--- src/emesh_pkg.sv ---
`default_nettype none

package emesh_pkg;

   //########################################
   //# Packet and field widths
   //########################################
   localparam int PKT_W  = 104;          // Full emesh packet
   localparam int ADDR_W = 32;           // Emesh address
   localparam int DATA_W = 32;           // Emesh data

   typedef logic [ADDR_W-1:0] addr_t;    // Address field
   typedef logic [DATA_W-1:0] data_t;    // Data field
   typedef logic [1:0]        mode_t;    // Access size
   typedef logic [4:0]        ctrl_t;    // Control mode, passed through

   // Data mode encodings
   localparam mode_t MODE_BYTE   = 2'd0;
   localparam mode_t MODE_HALF   = 2'd1;
   localparam mode_t MODE_WORD   = 2'd2;
   localparam mode_t MODE_DOUBLE = 2'd3; // Served as a word

   // Emesh bit order, MSB first
   typedef struct packed {
      addr_t srcaddr;                    // Where a response goes
      data_t data;                       // Write data or read payload
      addr_t dstaddr;                    // Target address
      ctrl_t ctrlmode;
      mode_t datamode;
      logic  write;                      // 1 for write or read response
   } packet_t;

   //########################################
   //# Memory target
   //########################################
   localparam logic [11:0] MEM_CHIP_ID = 12'h820; // Matched against dstaddr[31:20]
   localparam int          MEM_DEPTH   = 64;      // Words
   localparam int          IDX_W       = $clog2(MEM_DEPTH);

   typedef logic [IDX_W-1:0]    word_idx_t; // dstaddr[7:2]
   typedef logic [1:0]          lane_t;     // dstaddr[1:0]
   typedef logic [DATA_W/8-1:0] strb_t;     // One bit per byte

   // Request after decode and window filter
   typedef struct packed {
      logic      write;
      mode_t     datamode;
      ctrl_t     ctrlmode;
      word_idx_t idx;                    // Word in memory
      lane_t     lane;                   // Byte offset inside word
      data_t     data;
      addr_t     srcaddr;                // Return address for reads
   } mem_req_t;

endpackage

`default_nettype wire

--- src/emesh_word_ram.sv ---
`default_nettype none

module emesh_word_ram (
   input  logic                 clk,
   input  logic                 wr_en,
   input  emesh_pkg::word_idx_t wr_idx,
   input  emesh_pkg::strb_t     wr_strb,
   input  emesh_pkg::data_t     wr_data,
   input  logic                 rd_en,
   input  emesh_pkg::word_idx_t rd_idx,
   output emesh_pkg::data_t     rd_data
);
   import emesh_pkg::*;

   data_t mem [MEM_DEPTH];               // Storage, contents undefined at start

   //########################################
   //# Write port
   //########################################
   always_ff @(posedge clk) begin
      if (wr_en) begin
         for (int b = 0; b < DATA_W/8; b++) begin
            if (wr_strb[b]) begin
               mem[wr_idx][b*8 +: 8] <= wr_data[b*8 +: 8]; // Masked byte
            end
         end
      end
   end

   //########################################
   //# Read port
   //########################################
   // Registered, holds last word between reads
   always_ff @(posedge clk) begin
      if (rd_en) begin
         rd_data <= mem[rd_idx];
      end
   end

endmodule

`default_nettype wire

--- src/emesh_ingress.sv ---
`default_nettype none

module emesh_ingress (
   input  logic                clk,
   input  logic                arst_n,
   input  logic                access_in,
   input  emesh_pkg::packet_t  packet_in,
   output logic                wait_out,
   output logic                req_access,
   output emesh_pkg::mem_req_t req,
   input  logic                req_wait
);
   import emesh_pkg::*;

   logic     full;                       // Entry holds a request
   logic     accept;                     // Packet taken at this edge
   logic     hit;                        // Inside our chip-ID window
   logic     load;                       // Accepted and kept
   mem_req_t dec;                        // packet_in in request form

   //########################################
   //# Decode and window filter
   //########################################
   assign hit = (packet_in.dstaddr[31:20] == MEM_CHIP_ID);

   always_comb begin
      dec.write    = packet_in.write;
      dec.datamode = packet_in.datamode;
      dec.ctrlmode = packet_in.ctrlmode;
      dec.idx      = packet_in.dstaddr[7:2];   // Upper address bits alias
      dec.lane     = packet_in.dstaddr[1:0];
      dec.data     = packet_in.data;
      dec.srcaddr  = packet_in.srcaddr;
   end

   //########################################
   //# Handshake
   //########################################
   assign wait_out   = full & req_wait;        // Stalled only when stuck
   assign accept     = access_in & ~wait_out;
   assign load       = accept & hit;           // Misses are swallowed here
   assign req_access = full;

   // Refill on the same edge the old item leaves
   always_ff @(posedge clk or negedge arst_n) begin
      if (!arst_n) begin
         full <= 1'b0;
      end else begin
         full <= load | wait_out;              // Stay full while downstream waits
      end
   end

   always_ff @(posedge clk) begin
      if (load) begin
         req <= dec;                           // Payload, no reset
      end
   end

   // Downstream may sample req at any edge while it waits
   a_req_hold : assert property (@(posedge clk) disable iff (!arst_n)
      req_access && req_wait |=> req_access && $stable(req));

endmodule

`default_nettype wire

--- src/emesh_mem_stage.sv ---
`default_nettype none

module emesh_mem_stage (
   input  logic                clk,
   input  logic                arst_n,
   input  logic                req_access,
   input  emesh_pkg::mem_req_t req,
   output logic                req_wait,
   output logic                access_out,
   output emesh_pkg::packet_t  packet_out,
   input  logic                wait_in
);
   import emesh_pkg::*;

   logic      xfer;                      // Request moves in this edge
   logic      wr_en;
   logic      rd_en;
   strb_t     wr_strb;
   data_t     wr_data;
   data_t     rd_data;                   // Raw word from RAM
   lane_t     rd_lane;                   // Aligned lane of held response
   data_t     rd_shift;
   data_t     rd_mask;
   addr_t     rsp_dst;                   // Response header
   word_idx_t rsp_idx;
   lane_t     rsp_lane;
   ctrl_t     rsp_ctrl;
   mode_t     rsp_mode;

   // Lane rounded down to the access size
   function automatic lane_t size_lane(mode_t mode, lane_t lane);
      case (mode)
         MODE_BYTE: return lane;
         MODE_HALF: return {lane[1], 1'b0};
         default:   return 2'd0;         // Word and double
      endcase
   endfunction

   //########################################
   //# Flow control
   //########################################
   // Only reads need the response register
   assign req_wait = access_out & wait_in & req_access & ~req.write;
   assign xfer     = req_access & ~req_wait;
   assign wr_en    = xfer & req.write;
   assign rd_en    = xfer & ~req.write;

   //########################################
   //# Write path
   //########################################
   always_comb begin
      wr_strb = 4'b1111;                 // Word by default
      wr_data = req.data;
      case (req.datamode)
         MODE_BYTE: begin
            wr_strb = 4'b0001 << req.lane;
            wr_data = {4{req.data[7:0]}};          // Byte in every lane
         end
         MODE_HALF: begin
            wr_strb = 4'b0011 << size_lane(MODE_HALF, req.lane);
            wr_data = {2{req.data[15:0]}};
         end
         MODE_WORD, MODE_DOUBLE: begin
            wr_strb = 4'b1111;
            wr_data = req.data;
         end
      endcase
   end

   emesh_word_ram u_ram (
      .clk     (clk),
      .wr_en   (wr_en),
      .wr_idx  (req.idx),
      .wr_strb (wr_strb),
      .wr_data (wr_data),
      .rd_en   (rd_en),
      .rd_idx  (req.idx),
      .rd_data (rd_data)
   );

   //########################################
   //# Read response
   //########################################
   always_ff @(posedge clk or negedge arst_n) begin
      if (!arst_n) begin
         access_out <= 1'b0;
      end else begin
         access_out <= rd_en | (access_out & wait_in); // Load or hold
      end
   end

   always_ff @(posedge clk) begin
      if (rd_en) begin
         rsp_dst  <= req.srcaddr;        // Back to the requester
         rsp_idx  <= req.idx;
         rsp_lane <= req.lane;
         rsp_ctrl <= req.ctrlmode;
         rsp_mode <= req.datamode;
      end
   end

   assign rd_lane  = size_lane(rsp_mode, rsp_lane);
   assign rd_shift = rd_data >> {rd_lane, 3'b000};  // Right-align selected bytes
   assign rd_mask  = (rsp_mode == MODE_BYTE) ? 32'h0000_00ff :
                     (rsp_mode == MODE_HALF) ? 32'h0000_ffff : 32'hffff_ffff;

   always_comb begin
      packet_out.srcaddr  = {MEM_CHIP_ID, 12'h000, rsp_idx, rsp_lane}; // Rebuilt target
      packet_out.data     = rd_shift & rd_mask;   // Zero-extended
      packet_out.dstaddr  = rsp_dst;
      packet_out.ctrlmode = rsp_ctrl;
      packet_out.datamode = rsp_mode;
      packet_out.write    = 1'b1;                 // Responses travel as writes
   end

   // Held response needs header and RAM output both frozen
   a_rsp_hold : assert property (@(posedge clk) disable iff (!arst_n)
      access_out && wait_in |=> access_out && $stable(packet_out));

endmodule

`default_nettype wire

--- src/emesh_mem_top.sv ---
`default_nettype none

module emesh_mem_top (
   input  logic               clk,
   input  logic               arst_n,
   input  logic               access_in,
   input  emesh_pkg::packet_t packet_in,
   output logic               wait_out,
   output logic               access_out,
   output emesh_pkg::packet_t packet_out,
   input  logic               wait_in
);
   import emesh_pkg::*;

   logic     req_access;                 // Ingress to memory stage
   mem_req_t req;
   logic     req_wait;                   // Back-pressure from memory stage

   //########################################
   //# Stage 1, decode and filter
   //########################################
   emesh_ingress u_ingress (
      .clk        (clk),
      .arst_n     (arst_n),
      .access_in  (access_in),
      .packet_in  (packet_in),
      .wait_out   (wait_out),
      .req_access (req_access),
      .req        (req),
      .req_wait   (req_wait)
   );

   //########################################
   //# Stage 2, memory and response
   //########################################
   emesh_mem_stage u_mem (
      .clk        (clk),
      .arst_n     (arst_n),
      .req_access (req_access),
      .req        (req),
      .req_wait   (req_wait),
      .access_out (access_out),
      .packet_out (packet_out),
      .wait_in    (wait_in)
   );

endmodule

`default_nettype wire

--- config.mk ---
export PLATFORM = sky130hd
export DESIGN_NAME = emesh_mem_top
export DESIGN_NICKNAME = d
export VERILOG_FILES = /design/src/emesh_pkg.sv /design/src/emesh_word_ram.sv /design/src/emesh_ingress.sv /design/src/emesh_mem_stage.sv /design/src/emesh_mem_top.sv
export SDC_FILE = /design/constraint.sdc
export NUM_CORES = 2
export LEC_CHECK = 0
export BUFFER_PORTS_ARGS = -buffer_cell sky130_fd_sc_hd__buf_2
export CORE_ASPECT_RATIO = 1.5
export CORE_UTILIZATION = 30
export DETAILED_ROUTE_END_ITERATION = 7
export SLEW_MARGIN = 20
export SYNTH_ARGS = -nofsm -noshare
export SYNTH_HDL_FRONTEND = slang
export SYNTH_SLANG_ARGS = --single-unit
--- constraint.sdc ---
create_clock -name clk -period 14 [get_ports clk]
set_input_delay 2.8 -clock clk [delete_from_list [all_inputs] [get_ports clk]]
set_output_delay 2.8 -clock clk [all_outputs]
set_load 0.03 [all_outputs]
==> metrics.json <==
{
  "min_path": {
    "worstHoldPathType": "flip-flop to flip-flop"
  },
  "detailed_routing": {
    "drt-total-wl_mm": 232,
    "first_iter_violations": 4877,
    "drt-wirelength-per-cell_microns": 27.3,
    "detail_route.vias_per_cell": 5.13,
    "detailedRoute.firstPassIterationCount": 8,
    "drc": 0,
    "post_detailed_route_count_of_antenna_violating_nets": 0,
    "num_vias": 43500
  },
  "pwr": {
    "pwr_density_cell_nw_per_um2": 134,
    "sw_frac_of_total_pct": 19.6,
    "portion_of_total_power_attributed_to_the_clock_network_pct": 44.1,
    "total_switching_power_mw": 2.52,
    "p_leak_nw": 29.8,
    "cell_internal_pwr_mw": 10.3,
    "power.share.sequential_pct": 55.7,
    "power.share.combinational_pct": 0.2,
    "ir_drop_mv": 0.111
  },
  "worst_setup_path": {
    "critical_path_class": "input port to output port",
    "critical-path-slowest-cell": "buf_2",
    "type_of_element_launching_the_critical_path": "input port",
    "crit_required_ns": 11.20,
    "critical-path-max-stage-delay_ns": 0.24,
    "critPathMaxFanout": 3,
    "worst-endpoint-arrival_ns": 3.43,
    "critical_path.cell_chain": "buf_2, nand2_1, nor2_1, buf_2",
    "kind_of_capture_point_of_the_worst_setup_path": "output port",
    "critical-path-top-cell-by-count": "buf_2"
  },
  "yosys": {
    "synth.avg_cell_area_sq_um": 19.2,
    "synthesis.yosys.warnings": 0,
    "ys_types": 56,
    "postSynth.asyncResetShare_pct": 0.0905,
    "sequential_fraction_of_the_synthesis_area_pct": 78.5,
    "synthCells": 4406,
    "synth_enable_flop_cells": 2207,
    "synth_largest_area_cell": "edfxtp_1",
    "yosys.area.top_type_share_pct": 78.5,
    "postSynthRegisterBits": 2209,
    "post_synth_main_area_contributors": "edfxtp_1 (78%), mux4_2 (7.1%), mux2i_1 (3.0%)",
    "top_ff_cell_synth": "edfxtp_1",
    "post_synth_instance_area_sq_um": 84500
  },
  "clock_tree": {
    "clockBufferDepth": 4,
    "clock_sinks": 2209,
    "ctsRootBufferMaster": "clkbuf_16",
    "cts_hold_buf": 0,
    "htree_num_levels": 4,
    "cts-buffers-inserted": 214,
    "clkLatencyLatePin_ns": 0.89,
    "clk_transition_reported_paths_ns": 0.07,
    "post_cts.resized_instances": 0,
    "cts_post_setup_buffers_inserted": 0,
    "cts_tree": "yes"
  },
  "floorplanning": {
    "standard_cell_rows": 238,
    "die_w_microns": 435,
    "initial_core_util_pct": 30.1,
    "die_area_sq_um": 284000,
    "core_region_area_sq_um": 280000,
    "design.portCount": 214,
    "die_h_microns": 652
  },
  "run_status": {
    "run_status": "finished, final reports clean"
  },
  "global_route": {
    "grt_first_pass_wirelength_mm": 326,
    "groute.usage.overall_pct": 15.9,
    "antenna_found_initial": 13,
    "grt_max_degree": 131,
    "via_count_of_the_first_global_routing_pass": 44000,
    "globalRouteOverflowTotal": 0
  },
  "timing": {
    "final.period_utilization_pct": 44.5,
    "holdWs_ns": 0.410,
    "fin_ws_ns": 7.77,
    "period_minus_slack_ns": 6.23,
    "setup_viol": 0,
    "final_max_slew_viols": 0,
    "hold_viol": 0,
    "setup_repair_after_global_routing_missed_its_margin": "false",
    "max_freq_mhz": 161,
    "fin_skew_ns": 0.0952,
    "worst_slew_margin_rel_pct": 8.20,
    "setup_tns_after_final_layout_ns": 0,
    "worstMarginPinSlew_ns": 1.36
  },
  "placed_design": {
    "gpl.final_weighted_congestion": 0.868,
    "hpwlAfterDp_mm": 148,
    "port_buffers": 176,
    "pre_cts_ws_ns": 7.77
  },
  "layout": {
    "areaGrowthSynthToFinish_pct": 14.0,
    "area.sequential_sq_um": 66300,
    "area_of_the_multi_input_gates_sq_um": 16900,
    "n_fill_cell": 26100,
    "final_layout_size_suffix_gt1_share_pct": 18.6,
    "fin_nets": 4706
  },
  "run": {
    "maxCapViolations": 0
  }
}
==> per-stage QoR <==
step	utilization [%]	cells	power (mW)	area [sq um]
3_3_place_gp	32.0	8102	7.33	89500
2_1_floorplan	-	4429	7.32	84600
3_5_place_dp	32.0	8102	7.33	89500
6_report	34.4	8487	12.9	96300
4_1_cts	34.4	8483	13.0	96300
5_1_grt	34.4	8484	13.2	96300
==> worst max-delay path, delay by kind of cell <==
family / cells / cell delay (ns)
buf+inv: 2 / 0.35
simple gates: 2 / 0.28
==> power by group through the flow <==
stage               Combinational (mW)  Clock, mW  Sequential (mW)
floorplan                       0.0157          0             7.31
global placement                0.0258          0             7.31
detailed placement              0.0262          0             7.31
CTS                             0.0263       5.76             7.16
global route                    0.0277       5.99             7.16
finish                          0.0258       5.68             7.16
==> cell families after synthesis <==
kind of cell / count (synthesis) / synth area share, %
and+or+nand+nor: 654 / 3.25
buffers and inverters: 324 / 1.81
muxes: 543 / 10.4
DFF: 2209 / 78.5
other: 2 / 0.00889
AOI/OAI and AO/OA: 674 / 6.01
==> routing by layer <==
metal	GRT usage, %	wire, microns	vias to the layer above
met4	10.4	16800	12
met1	17.8	81900	22800
li1	-	-	18400
met3	2.20	13900	505
met2	28.1	119000	1769
met5	0	95	-
==> cell usage after synthesis, drive strengths merged, types with 3 or more instances <==
master and count:
and3b 4, o22ai 66, mux2i 254, nor4 3, o21ai 138, a22oi 91
a221o 4, nand3b 3, and2 21, mux4 265, a222oi 28, nor3 4
nor3b 6, o211ai 3, nand3 3, a211oi 8, edfxtp 2207, nand2 189
buf 177, a21oi 13, a221oi 246, o22a 55, clkbuf 135, nand2b 5
nor2b 11, inv 11, mux2 24, a22o 11, or2 4, nor2 364
nand4 30
==> final timing paths <==
kind                                        startpoint                                end  slack [ns]  cells past startpoint
min in group asynchronous                       arst_n         u_mem.access_out$_DFF_PN0_        1.72                      1
max reg2reg                u_ingress.req[66]$_DFFE_PP_  u_mem.u_ram.rd_data[15]$_DFFE_PP_        8.42                     10
max                                            wait_in                           wait_out        7.77                      4
min reg2reg                 u_ingress.req[9]$_DFFE_PP_         u_mem.rsp_dst[9]$_DFFE_PP_        0.41                      0
max in group asynchronous                       arst_n     u_ingress.req_access$_DFF_PN0_       12.19                      1
min                         u_ingress.req[9]$_DFFE_PP_         u_mem.rsp_dst[9]$_DFFE_PP_        0.41                      0
==> registers in the layout, indices dropped and copies added, names as in the netlist <==
register              flops
u_ingress.req            80
u_mem.rsp_lane            2
u_mem.rsp_idx             6
u_mem.rsp_ctrl            5
u_mem.rsp_mode            2
u_ingress.req_access      1
u_mem.rsp_dst            32
u_mem.access_out          1
u_mem.u_ram.mem        2048
u_mem.u_ram.rd_data      32
==> area by class of cell <==
type	count	area share [%]
clock buffer	246	5.69
antenna	4	0.0104
multi-input combinational	1896	17.6
clock inverter	135	1.30
sequential	2209	68.9
timing repair buffer	265	1.66
inverter	12	0.0546
tap	3720	4.83
==> placed cells by master, fill, tap and decap left out, types with 16 or more instances in the layout <==
cell and instances:
edfxtp_1 2207, nor2_1 363, mux4_2 265, mux2i_1 254
a221oi_1 246, clkbuf_16 214, nand2_1 189, buf_2 176
o21ai_0 110, a22oi_1 91, buf_4 85, o22ai_1 66
o22a_1 55, clkinv_1 53, clkinv_2 36, clkbuf_1 32
nand4_1 30, a222oi_1 28, conb_1 25, mux2_2 21
bufinv_16 20, and2_1 19, o21ai_1 16
Note: power is estimated with default switching activity, not from simulation.
